<file path="config.mk">
export PLATFORM = sky130hd
export DESIGN_NAME = cache_ctrl
export DESIGN_NICKNAME = d
export VERILOG_FILES = /design/src/source/cache_pkg.sv /design/src/source/mem_bus_pkg.sv /design/src/source/cache_ctrl.sv
export VERILOG_INCLUDE_DIRS = /design/src /design/src/source
export SDC_FILE = /design/constraint.sdc
export NUM_CORES = 1
export LEC_CHECK = 0
export ABC_AREA = 1
export ABC_CLOCK_PERIOD_IN_PS = 6700
export BUFFER_PORTS_ARGS = -buffer_cell sky130_fd_sc_hd__buf_2
export CAP_MARGIN = 30
export CELL_PAD_IN_SITES_DETAIL_PLACEMENT = 0
export CELL_PAD_IN_SITES_GLOBAL_PLACEMENT = 1
export CORE_AREA = 2 2 234 236
export CTS_BUF_LIST = sky130_fd_sc_hd__clkbuf_8
export CTS_CLUSTER_SIZE = 16
export DETAILED_ROUTE_END_ITERATION = 7
export DIE_AREA = 0 0 236 238
export PLACE_DENSITY = 0.4
export SLEW_MARGIN = 30
export SYNTH_ARGS = -nofsm -noshare
export SYNTH_HDL_FRONTEND = slang
export SYNTH_SLANG_ARGS = --single-unit
</file>
<file path="constraint.sdc">
create_clock -name clk -period 6.7 [get_ports clk]
set_input_delay 0.67 -clock clk [delete_from_list [all_inputs] [get_ports clk]]
set_output_delay 0.67 -clock clk [all_outputs]
set_load 0.02 [all_outputs]
</file>
<file path="src/source/cache_defs.svh">
`ifndef CACHE_DEFS_SVH
`define CACHE_DEFS_SVH

// direct-mapped, 256 sets of 16-byte lines
`define CACHE_SETS 256
`define INDEX_W    8
`define TAG_W      20

// a line is four word banks
`define BANKS      4
`define WORD_W     32
`define LINE_W     128

`endif

</file>
<file path="src/source/cache_pkg.sv">
`default_nettype none
`include "cache_defs.svh"

package cache_pkg;

    typedef logic [`INDEX_W-1:0]         index_t;
    typedef logic [`TAG_W-1:0]           tag_t;
    typedef logic [$clog2(`BANKS)-1:0]   bank_t;
    typedef logic [`WORD_W-1:0]          word_t;
    // bank 0 sits in the low word
    typedef logic [`LINE_W-1:0]          line_t;

    // memory byte address, raw or split into cache fields
    typedef union packed {
        logic [31:0] raw;
        struct packed {
            tag_t        tag;
            index_t      index;
            bank_t       bank;
            logic [1:0]  byte_off;
        } fld;
    } cache_addr_u;

    typedef enum logic [2:0] {
        IDLE,
        LOOKUP,
        MISS,
        REPLACE,
        REFILL
    } cache_state_e;

endpackage

`default_nettype wire

</file>
<file path="src/source/mem_bus_pkg.sv">
`default_nettype none

package mem_bus_pkg;

    typedef enum logic [2:0] {
        BYTE = 3'b000,
        HALF = 3'b001,
        WORD = 3'b010,
        LINE = 3'b100
    } mem_type_e;

    typedef logic [3:0] strb_t;

endpackage

`default_nettype wire

</file>
<file path="src/source/cache_ctrl.sv">
`timescale 1ns/10ps
`default_nettype none

module cache_ctrl (
    input  logic                   clk,
    input  logic                   resetn,
    input  logic                   valid,
    input  logic                   op,
    input  cache_pkg::index_t      index,
    input  cache_pkg::tag_t        tag,
    input  logic [3:0]             offset,
    input  mem_bus_pkg::strb_t     wstrb,
    input  cache_pkg::word_t       wdata,
    output logic                   addr_ok,
    output logic                   data_ok,
    output cache_pkg::word_t       rdata,
    output logic                   rd_req,
    output mem_bus_pkg::mem_type_e rd_type,
    output logic [31:0]            rd_addr,
    input  logic                   rd_rdy,
    input  logic                   ret_last,
    output logic                   wr_req,
    output mem_bus_pkg::mem_type_e wr_type,
    output logic [31:0]            wr_addr,
    output mem_bus_pkg::strb_t     wr_wstrb,
    output cache_pkg::line_t       wr_data,
    input  logic                   wr_rdy,
    input  logic                   hit,
    input  cache_pkg::word_t       load_word,
    input  cache_pkg::tag_t        victim_tag,
    input  logic                   victim_dirty,
    input  cache_pkg::line_t       victim_line,
    input  logic                   store_en,
    input  logic                   conflict,
    input  cache_pkg::word_t       refill_word,
    output logic                   lookup_en,
    output cache_pkg::index_t      req_index,
    output cache_pkg::tag_t        req_tag,
    output cache_pkg::bank_t       req_bank,
    output logic                   req_is_write,
    output mem_bus_pkg::strb_t     req_wstrb,
    output cache_pkg::word_t       req_wdata,
    output logic                   capture
);
    import cache_pkg::*;
    import mem_bus_pkg::*;

    cache_state_e state;
    cache_state_e state_nx;
    cache_addr_u  rd_a;
    cache_addr_u  wr_a;

    assign addr_ok   = state == IDLE && valid && !conflict;
    assign lookup_en = addr_ok;
    assign capture   = state == LOOKUP && hit && req_is_write;

    always_ff @(posedge clk) begin
        if (!resetn) begin
            state <= IDLE;
        end else begin
            state <= state_nx;
        end
    end

    always_comb begin
        state_nx = state;
        case (state)
            IDLE:    if (addr_ok) state_nx = LOOKUP;
            LOOKUP:  state_nx = hit ? IDLE : MISS;
            // clean victim needs no writeback
            MISS:    if (!victim_dirty || wr_rdy) state_nx = REPLACE;
            REPLACE: if (rd_rdy) state_nx = REFILL;
            REFILL:  if (ret_last) state_nx = IDLE;
            default: state_nx = IDLE;
        endcase
    end

    always_ff @(posedge clk) begin
        if (lookup_en) begin
            req_is_write <= op;
            req_index    <= index;
            req_tag      <= tag;
            req_bank     <= offset[3:2];
            req_wstrb    <= wstrb;
            req_wdata    <= wdata;
        end
    end

    // read hit, delayed store, or end of refill
    assign data_ok = (state == LOOKUP && hit && !req_is_write)
                  || store_en
                  || (state == REFILL && ret_last);
    assign rdata   = (state == REFILL) ? refill_word : load_word;

    // line-aligned addresses
    always_comb begin
        rd_a.fld.tag      = req_tag;
        rd_a.fld.index    = req_index;
        rd_a.fld.bank     = '0;
        rd_a.fld.byte_off = '0;
        wr_a              = rd_a;
        wr_a.fld.tag      = victim_tag;
    end

    assign rd_req   = state == REPLACE;
    assign rd_type  = LINE;
    assign rd_addr  = rd_a.raw;
    assign wr_req   = state == MISS && victim_dirty;
    assign wr_type  = LINE;
    assign wr_addr  = wr_a.raw;
    assign wr_wstrb = 4'hf;
    assign wr_data  = victim_line;

    a_no_data_ok_mid_miss: assert property (@(posedge clk) disable iff (!resetn)
        (state == MISS || state == REPLACE) |-> !data_ok);

endmodule

`default_nettype wire

</file>
# Yosys cells after proc, flatten, opt, wreduce, memory -nomap -nowiden
# Index checks and enable logic that the tools add are counted.
totals:
  reg_bits: 70
  output_inout_bits: 307
classes:
  eq_ne: 8
  n_mux: 7
  reduce_logical: 15
ops:
  columns: ["operator", "n"]
  rows:
  - ["$mux W32", 1]
  - ["$pmux W3 S5", 1]
  - ["$mux W3", 4]
  - ["$logic_and A1 B1 Y1", 7]
  - ["$eq A3 B2 Y1 const B", 2]
  - ["$ne A2 B2 Y1 const B", 3]
  - ["$reduce_and A4 Y1", 1]
  - ["$eq A3 B1 Y1 const B", 1]
  - ["$eq A3 B3 Y1 const B", 1]
  - ["$logic_not A1 Y1", 3]
  - ["$logic_not A3 Y1", 1]
  - ["$logic_or A1 B1 Y1", 3]
  - ["$mux W2", 1]
  - ["$ne A2 B1 Y1 const B", 1]

# Longest topological paths before layout
# Gate-level depths: netlist (run 1).
depth:
  word_depth: 5
  mapped_depth: 7
  ltp_nobuf: 7

# Worst setup path after synthesis (run 1)
# No wires, ideal clock.
synth_timing:
  path_type: "input to output"
  from: "input conflict"
  to: "output lookup_en"
  arrival_time_ns: 6.384
  required_ns: 6.030
  path_slack_ns: -0.354
  cell_stages: 2
  n_path_buf: 1
  cell_sequence: "nor3_1 buf_4"
synth_between:
  elab_chain_cells: 2
synth_rtl:
  columns: ["element", "line", "text"]
  rows:
  - ["start: declaration", "cache_ctrl.sv:34", "input logic conflict,"]
  - ["$logic_not A1 Y1", "cache_ctrl.sv:53", "assign addr_ok = state == IDLE && valid && !conflict;"]
  - ["$logic_and A1 B1 Y1", "cache_ctrl.sv:53", null]
  - ["end: declaration", "cache_ctrl.sv:36", "output logic lookup_en,"]
# No other way between the ends.

# Worst setup path after layout (run 1)
layout_timing:
  from: "register state[0]"
  to: "output rdata[19]"
layout_between:
  elab_chain_cells: 2
layout_rtl:
  columns: ["element", "line", "text"]
  rows:
  - ["start: declaration", "cache_ctrl.sv:48", "cache_state_e state;"]
  - ["start signal: assignment", "cache_ctrl.sv:61", "state <= state_nx;"]
  - ["$eq A3 B3 Y1", "cache_ctrl.sv:93", "assign rdata = (state == REFILL) ? refill_word : load_word;"]
  - ["$mux W32", "cache_ctrl.sv:93", null]
  - ["end: declaration", "cache_ctrl.sv:16", "output cache_pkg::word_t rdata,"]
# No other way between the ends.

==> results.json, run 1 <==
{
  "status": "finished, final reports clean",
  "ys_types": 17,
  "yosysTopAreaCellShare_pct": 48.01,
  "crit_path_start_kind": "register",
  "seq_area_frac_synth_pct": 49.45,
  "r2r_end": "req_wdata[16]",
  "cp_slowest_cell": "inv_2",
  "power_density_nw_per_um2": 197.1,
  "pwr-share-seq_pct": 50.1,
  "drt-pass1-iter-count": 5,
  "path_class": "register to output port",
  "regToRegSetupSlack_ns": 5.01,
  "start_util_pct": 7.833,
  "synth_area_leader_cell": "edfxtp_1",
  "grt_overflow": 0,
  "finalPower_uw": 1023,
  "drv_slew": 0,
  "netlist_area_um2": 4190,
  "max_freq_mhz": 353.5,
  "htreeDepth": 3,
  "num_rows": 85,
  "cp.buffers_inverters": 2,
  "p_leak_uw": 0.002301,
  "final_cell_mix": "buf_2 (281), nand2_1 (102), edfxtp_1 (67)",
  "avgSynthCellArea_um2": 10.00,
  "path_delay_family": "buffers and inverters",
  "dpl-instance-area_um2": 5000,
  "core_area_um2": 53500,
  "cts.clk_slew.worst_paths_ns": 0.08,
  "setup_viol": 0,
  "die_w_um": 236,
  "ctsResizeCount": 0,
  "rsz0062_at_grt": "no",
  "worstSetupStartpoint": "state[0]",
  "p_sw_share_pct": 28.15,
  "cts_made_buffers": 9,
  "crit_chain": "nor2_1, nand2_2, inv_2, nand2_1, nand2_1, buf_2",
  "root_buffer": "clkbuf_8",
  "placedCellCount": 1206,
  "gp_congestion": 0.6901,
  "r2r_start": "state[0]",
  "grtUsageTotal_pct": 5.272,
  "irDropWorstVdd_v": 0.0001224,
  "relSlewSlack_pct": 52.26,
  "layout_commonest_cell": "buf_2",
  "fin_crit_ns": 2.829,
  "setup.worst_path.end": "rdata[19]",
  "drt-wirelength-per-cell_um": 13.02,
  "drc_errors": 0,
  "max_stage_delay_ns": 0.55,
  "viasPerCell": 2.423,
  "hp-class": "input port to register",
  "ys_ff_latch": 70,
  "arrival_ns": 2.16,
  "postCtsSetupBuffers": 0,
  "ant_nets": 0,
  "pin_count": 598,
  "postSynthCellCount": 419,
  "holdWs_ns": 0.4771,
  "clkPwrFrac_pct": 33.1,
  "antenna_found_initial": 4,
  "fin_crit_sh_pct": 42.23,
  "vias": 2963,
  "yosys_warnings": 0,
  "insertion_delay_ns": 0.36,
  "clock-sinks": 70,
  "grt_pass1_wl_mm": 20.75,
  "clockBufferDepth": 2,
  "final_cells": 1223,
  "cap_violations": 0,
  "crit_cells": 6,
  "area_delta_synth_final_pct": 23.92,
  "dieArea_um2": 56170,
  "power.switching_uw": 288.0,
  "routed_wl_mm": 15.92,
  "skew_ns": 0.01041,
  "cts_tree": "built",
  "hold_buffers": 0,
  "die_h_um": 238,
  "fin_area_um2": 5192,
  "crit_path_end_kind": "output port",
  "crit_required_ns": 6.03,
  "r2r_cells": 4,
  "drive_above_1_share_pct": 57.98,
  "internal_power_uw": 735.3,
  "post-dp-hpwl_mm": 13.29,
  "grt_max_degree": 36,
  "grt_pass1_vias": 2936,
  "fin_nets": 812,
  "pwr-share-comb_pct": 16.8,
  "synth_area_leaders": "edfxtp_1 (48%), buf_4 (37%), nand2_1 (9.1%)",
  "first_iter_violations": 99,
  "setup_tns_ns": 0,
  "worst_pin_slew_ns": 0.7161,
  "hold_violations": 0,
  "crit_top_cell": "nand2_1",
  "io_buffers": 281,
  "path_max_fanout": 32
}
## metrics by stage
stage	setup WS, ns	utilization [%]
floorplan	1.973	-
global placement	4.161	9.346
detailed placement	4.178	9.346
CTS	3.758	9.702
global route	3.635	9.702
finish	3.871	9.706
## cell families (layout without fill, tap and decap cells)
| family | after synthesis | after routing | synth area share (%) |
|---|---|---|---|
| AOI/OAI and AO/OA | 5 | 5 | 0.6866 |
| buffers and inverters | 220 | 311 | 38.25 |
| DFF | 70 | 70 | 49.45 |
| other | 2 | 19 | 0.1792 |
| and+or+nand+nor | 122 | 122 | 11.44 |
## cell type report
class                   count  area [um^2]
clock inverters             7        66.31
diodes                      1        2.502
flip-flops and latches     70         2072
fillers                  6221        48300
clock buffers               9        123.9
well taps                 696        870.8
repair buffers            284         1429
multi-input cells         145        586.8
inverters                  11        41.29
## registers in the layout, indices dropped and copies added, names as in the netlist
name,count
req_is_write,1
req_tag,20
req_index,8
req_wstrb,4
req_bank,2
state,3
req_wdata,32
## Yosys cell counts (all sizes together)
library cell and number:
buf 209, inv 11, nand4 1, o221ai 1
a21oi 3, dfxtp 3, nor2 9, nand2 103
o21ai 1, nor3 2, edfxtp 67, nand3 7
conb 2
## power groups by stage
stage | clock network, uW | logic, uW | registers, uW
after global routing | 375 | 186 | 515
final | 339 | 172 | 513
after CTS | 361 | 175 | 513
after detailed placement | 0 | 175 | 523
after floorplan | 0 | 210 | 548
after global placement | 0 | 175 | 523
## how the worst min path moves through the flow
stage               startpoint      endpoint  depth (start not counted)
global placement      state[1]      state[1]                          2
CTS                   index[3]  req_index[3]                          1
finish                  tag[8]    req_tag[8]                          1
detailed placement    state[1]      state[1]                          2
global route          index[7]  req_index[7]                          1
floorplan             state[1]      state[1]                          2
## worst reg2reg max path, stage by stage (launching register included)
cell and delay [ns]:
dfxtp_1 0.35, nor2_1 0.20, nand2_1 0.18, nor3_4 0.16, buf_4 0.42
## per-layer routing
metal / share of wire, % / GRT usage (%)
met4: 5.8 / 4.188
met2: 45 / 7.768
met1: 31 / 4.829
met5: 0 / 0
met3: 18 / 4.118
No activity file was read; power rests on OpenSTA's default activity.
==> run 2, diff against run 1 <==
--- a/config.mk
+++ b/config.mk
@@ -6,18 +6,18 @@
 export SDC_FILE = /design/constraint.sdc
 export NUM_CORES = 1
 export LEC_CHECK = 0
-export ABC_AREA = 1
-export ABC_CLOCK_PERIOD_IN_PS = 6700
+export ABC_AREA = 0
+export ABC_CLOCK_PERIOD_IN_PS = 2800
 export BUFFER_PORTS_ARGS = -buffer_cell sky130_fd_sc_hd__buf_2
 export CAP_MARGIN = 30
 export CELL_PAD_IN_SITES_DETAIL_PLACEMENT = 0
 export CELL_PAD_IN_SITES_GLOBAL_PLACEMENT = 1
-export CORE_AREA = 2 2 234 236
+export CORE_AREA = 2 2 235 237
 export CTS_BUF_LIST = sky130_fd_sc_hd__clkbuf_8
 export CTS_CLUSTER_SIZE = 16
 export DETAILED_ROUTE_END_ITERATION = 7
-export DIE_AREA = 0 0 236 238
-export PLACE_DENSITY = 0.4
+export DIE_AREA = 0 0 237 239
+export PLACE_DENSITY = 0.37
 export SLEW_MARGIN = 30
 export SYNTH_ARGS = -nofsm -noshare
 export SYNTH_HDL_FRONTEND = slang
==> constraint.sdc (replaced) <==
create_clock -name clk -period 2.8 [get_ports clk]
set_input_delay 0.28 -clock clk [delete_from_list [all_inputs] [get_ports clk]]
set_output_delay 0.28 -clock clk [all_outputs]
set_load 0.02 [all_outputs]
==> run 2 against run 1 <==
Wire length is 14% lower; clock power is 150% higher; core utilization is 0.96 points higher; combinational power grew to 2.8 times the previous value; via count is 3.8% lower; synthesized cell count is 20% lower; clock-buffer cell count stayed put; first-iteration DRC count is 75% lower; largest power group unchanged.
==> results.json, run 2 <==
{
  "post-dp-hpwl_mm": 10.88,
  "routed_wl_mm": 13.76,
  "die_h_um": 239,
  "antenna_found_initial": 0,
  "crit_chain": "nor3b_4, buf_4, mux2_1, buf_2",
  "fillers": 6222,
  "relSlewSlack_pct": 61.12,
  "clock-sinks": 70,
  "first_iter_violations": 25,
  "ys_async_sr_fraction_pct": 0,
  "seq_area_frac_synth_pct": 49.88,
  "cts_made_buffers": 9,
  "largest-register": "req_wdata",
  "avgSynthCellArea_um2": 12.44,
  "grt_overflow": 0,
  "max_freq_mhz": 415.6,
  "drt-pass1-iter-count": 4,
  "grt_pass1_vias": 2778,
  "core_area_um2": 54340,
  "ant_nets": 0,
  "internal_power_uw": 1754,
  "irDropWorstVdd_v": 0.0002012,
  "layout_commonest_cell": "buf_2",
  "ctsResizeCount": 0,
  "htreeDepth": 3,
  "num_antenna_cells": 0,
  "power.switching_uw": 790.0,
  "ys_ff_latch": 70,
  "insertion_delay_ns": 0.42,
  "gp_congestion": 0.6428,
  "reg_top3": "req_wdata x32, req_tag x20, req_index x8",
  "drt-wirelength-per-cell_um": 11.35,
  "root_buffer": "clkbuf_8",
  "finalPower_uw": 2544,
  "crit_path_start_kind": "register",
  "drv_slew": 0,
  "fin_util_pct": 10.67,
  "hold_violations": 0,
  "grt_max_degree": 35,
  "worst_pin_slew_ns": 0.5832,
  "drive_above_1_share_pct": 65.94,
  "cts_tree": "built",
  "cts.clk_slew.worst_paths_ns": 0.10,
  "viasPerCell": 2.352,
  "dieArea_um2": 56640,
  "synthFlopType": "edfxtp_1",
  "pwr-share-seq_pct": 48.2,
  "path_class": "register to output port",
  "fin_nets": 794,
  "setup_tns_ns": 0,
  "start_util_pct": 7.644,
  "grtUsageTotal_pct": 4.648,
  "postSynthCellCount": 334,
  "p_leak_uw": 0.002375,
  "crit_required_ns": 2.52,
  "final_cell_mix": "buf_2 (281), edfxtp_1 (67), dlygate4sd3_1 (61)",
  "fin_crit_ns": 2.406,
  "hp-class": "input port to register",
  "max_stage_delay_ns": 0.45,
  "arrival_ns": 2.13,
  "drc_errors": 0,
  "synth_area_leaders": "edfxtp_1 (48%), buf_4 (37%), mux2_2 (7.9%)",
  "largest_reg_flops": 32,
  "netlist_area_um2": 4154,
  "synth_area_leader_cell": "edfxtp_1",
  "cap_violations": 0,
  "p_sw_share_pct": 31.05,
  "place_ws_ns": 0.7928,
  "grt_pass1_wl_mm": 17.95,
  "pwr-share-comb_pct": 18.8,
  "fin_crit_sh_pct": 85.94,
  "yosys_warnings": 0,
  "clkPwrFrac_pct": 33.0,
  "holdWs_ns": 0.06413,
  "setup_slack_ns": 0.3937,
  "die_w_um": 237,
  "area_delta_synth_final_pct": 39.55,
  "clockBufferDepth": 2,
  "status": "finished, final reports clean",
  "synth_edf_count": 67,
  "path_max_fanout": 34,
  "ys_types": 24,
  "rsz0062_at_grt": "no",
  "yosysMostFrequentCell": "buf_4",
  "crit_path_end_kind": "output port",
  "yosysTopAreaCellShare_pct": 48.43,
  "power_density_nw_per_um2": 438.9,
  "cp_slowest_cell": "dfxtp_1",
  "num_rows": 86,
  "setup_viol": 0,
  "regToRegSetupSlack_ns": 1.07,
  "pin_count": 598,
  "skew_ns": 0.01644,
  "io_buffers": 281,
  "synth_commonest_cells": "buf_4 (203), edfxtp_1 (67), mux2_2 (29)",
  "vias": 2851
}
==> run 2: worst paths after layout <==
| check | start | to | cells after the start |
|---|---|---|---|
| worst max-delay path | state[2] | rdata[3] | 4 |
| worst max register to register | state[0] | req_bank[1] | 3 |
| worst min register to register | state[2] | state[1] | 1 |
| worst min-delay path | tag[9] | req_tag[9] | 1 |
==> run 2: cell families (layout without fill, tap and decap cells) <==
| family | after synthesis | after routing | share of synthesized area (%) |
|---|---|---|---|
| DFF | 70 | 70 | 49.88 |
| muxes | 32 | 32 | 8.675 |
| AOI/OAI and AO/OA | 5 | 5 | 0.9037 |
| buffers and inverters | 208 | 366 | 37.71 |
| and+or+nand+nor | 17 | 17 | 2.651 |
| other | 2 | 18 | 0.1808 |
==> run 2: cell type report <==
| class | count | area (um^2) | area share (%) |
|---|---|---|---|
| tap | 704 | 880.8 | 15.20 |
| clock buffer | 9 | 123.9 | 2.137 |
| timing repair buffer | 349 | 2082 | 35.92 |
| sequential | 70 | 2072 | 35.74 |
| inverter | 1 | 3.754 | 0.06475 |
| multi-input combinational | 72 | 579.3 | 9.994 |
| clock inverter | 7 | 55.05 | 0.9497 |
==> run 2: critical path, delay by kind of cell, from the launching register on <==
family	cells	cell delay, ns
buffers and inverters	2	0.59
flip-flops	1	0.45
multiplexers	1	0.42
AND/OR/NAND/NOR	1	0.21
==> run 2: power by group through the flow <==
stage	logic, uW	clock network, uW	registers [uW]
after floorplan	501	0	1310
after global placement	423	0	1250
after detailed placement	421	0	1250
after CTS	491	946	1230
after global routing	518	958	1230
final	479	839	1230
==> run 2: timing repair <==
item | 4_1_cts | 5_1_grt
hold endpoints to repair | 61 | 0
setup buffers | 0 | 0
hold buffers | 61 | 0
endpoints found under the setup margin | 0 | 0
==> run 2: routing by layer <==
metal  routed length (um)  global-route usage, %
met3                 2660                  4.111
met4                  534                  3.452
met5                   45                 0.6061
met2                 6102                  6.809
met1                 4415                  4.036
==> run 2: stage by stage <==
step / instances / cell area, um^2
floorplan: 350 / 4215
global placement: 1135 / 5007
detailed placement: 1135 / 5007
CTS: 1212 / 5797
global route: 1212 / 5797
finish: 1212 / 5797
==> run 3, diff against run 2 <==
--- a/config.mk
+++ b/config.mk
@@ -7,7 +7,6 @@
 export NUM_CORES = 1
 export LEC_CHECK = 0
 export ABC_AREA = 0
-export ABC_CLOCK_PERIOD_IN_PS = 2800
 export BUFFER_PORTS_ARGS = -buffer_cell sky130_fd_sc_hd__buf_2
 export CAP_MARGIN = 30
 export CELL_PAD_IN_SITES_DETAIL_PLACEMENT = 0
@@ -18,6 +17,7 @@
 export DETAILED_ROUTE_END_ITERATION = 7
 export DIE_AREA = 0 0 237 239
 export PLACE_DENSITY = 0.37
+export REMOVE_ABC_BUFFERS = 1
 export SLEW_MARGIN = 30
 export SYNTH_ARGS = -nofsm -noshare
 export SYNTH_HDL_FRONTEND = slang
==> constraint.sdc (replaced) <==
create_clock -name clk -period 2.8 [get_ports clk]
set_input_delay 0.42 -clock clk [delete_from_list [all_inputs] [get_ports clk]]
set_output_delay 0.42 -clock clk [all_outputs]
set_load 0.02 [all_outputs]
==> run 3 against run 2 <==
Non-clock buffer count down 63; fmax is 4.5% lower; clock power decreased by 9.8%; critical endpoint is now rdata[19]; largest power group unchanged; highest routed layer unchanged.
==> results.json, run 3 (synthesis gave the netlist of run 2 again) <==
{
  "setup_viol": 0,
  "io_buffers": 281,
  "cap_violations": 0,
  "die_w_um": 237,
  "clockBufferDepth": 2,
  "largest_reg_flops": 32,
  "hold_violations": 0,
  "clock-sinks": 70,
  "hp-class": "input port to register",
  "hold_buffers": 0,
  "regToRegSetupSlack_ns": 1.10,
  "viasPerCell": 2.737,
  "fin_util_pct": 9.459,
  "grt_overflow": 0,
  "antenna_found_initial": 3,
  "post-dp-hpwl_mm": 38.10,
  "drt-pass1-iter-count": 4,
  "dieArea_um2": 56640,
  "grtUsageTotal_pct": 14.87,
  "cts.clk_slew.worst_paths_ns": 0.09,
  "wl_met2_mm": 16.48,
  "p_leak_uw": 0.002102,
  "irDropWorstVdd_v": 0.0001926,
  "setup_tns_ns": 0,
  "drc_errors": 0,
  "status": "finished, final reports clean",
  "ctsResizeCount": 0,
  "max_freq_mhz": 396.9,
  "crit_path_end_kind": "output port",
  "wl_met3_mm": 15.03,
  "arrival_ns": 2.10,
  "crit_path_start_kind": "register",
  "start_util_pct": 7.644,
  "final_cell_mix": "buf_2 (281), edfxtp_1 (67), mux2_2 (29)",
  "routed.top_layer": "met5",
  "die_h_um": 239,
  "grt_pass1_vias": 2870,
  "drive_above_1_share_pct": 74.16,
  "drv_slew": 0,
  "drt-met1-wl_mm": 10.72,
  "num_rows": 86,
  "gp_congestion": 0.8087,
  "layout_commonest_cell": "buf_2",
  "postCtsSetupBuffers": 0,
  "grt_max_degree": 35,
  "ant_nets": 0,
  "root_buffer": "clkbuf_8",
  "rsz0062_at_grt": "no",
  "htreeDepth": 3,
  "pin_count": 598,
  "fin_crit_ns": 2.520,
  "path_class": "register to output port",
  "path_max_fanout": 34,
  "core_area_um2": 54340,
  "area_delta_synth_final_pct": 23.73,
  "first_iter_violations": 189,
  "power_density_nw_per_um2": 465.5,
  "drt-wirelength-per-cell_um": 37.52,
  "skew_ns": 0.01817,
  "holdWs_ns": 0.1810,
  "largest-register": "req_wdata",
  "cts_tree": "built",
  "crit_required_ns": 2.38,
  "routed_wl_mm": 43.15,
  "fin_nets": 731,
  "grt_pass1_wl_mm": 48.72,
  "cts_made_buffers": 9,
  "vias": 3147,
  "insertion_delay_ns": 0.40,
  "reg_top3": "req_wdata x32, req_tag x20, req_index x8",
  "fin_crit_sh_pct": 89.99
}
[run 3: changes by cell type in the layout (fill, tap and decap cells not counted), sizes merged]
cell,change
dlygate4sd3,-61
buf,-2
inv,-2
clkinv,+2
diode,+1
[run 3: worst max-delay path: stages (launching register included)]
cell	delay (ns)
dfxtp_1	0.46
nor3b_4	0.22
buf_4	0.39
mux2_2	0.42
buf_2	0.17
[run 3: final cells by class]
class	instances	area (um^2)
diodes	1	2.502
clock buffers	9	123.9
clock inverters	7	33.78
fillers	6283	49200
inverters	1	3.754
multi-input cells	72	579.3
flip-flops and latches	70	2072
well taps	704	880.8
repair buffers	286	1444
[run 3: metrics by stage]
step / instances / worst slack (ns) / power (uW) / cell area, um^2
4_1_cts: 1149 / 0.1904 / 2491 / 5137
3_3_place_gp: 1133 / 0.6844 / 1669 / 4980
2_1_floorplan: 143 / -0.1002 / 1449 / 2651
5_1_grt: 1149 / 0.1392 / 2528 / 5137
3_5_place_dp: 1133 / 0.7085 / 1670 / 4980
6_report: 1150 / 0.2803 / 2392 / 5140
[run 3: worst paths after layout]
path | from | end | cells after the start
max reg2reg | state[0] | req_wdata[1] | 3
max | state[2] | rdata[19] | 4
min | tag[13] | req_tag[13] | 1
min reg2reg | state[2] | state[1] | 1
[run 3: metal layers]
layer | global-route usage, % | vias up
met4 | 2.800 | 14
met2 | 19.99 | 666
met5 | 6.926 | -
met3 | 24.23 | 35
met1 | 10.19 | 1321
li1 | - | 1111
[run 3: report_power, final]
group          internal (uW)  switching [uW]  leakage [uW]
sequential              1210            24.4      0.000649
combinational            156             249       0.00137
clock                    307             450     0.0000888
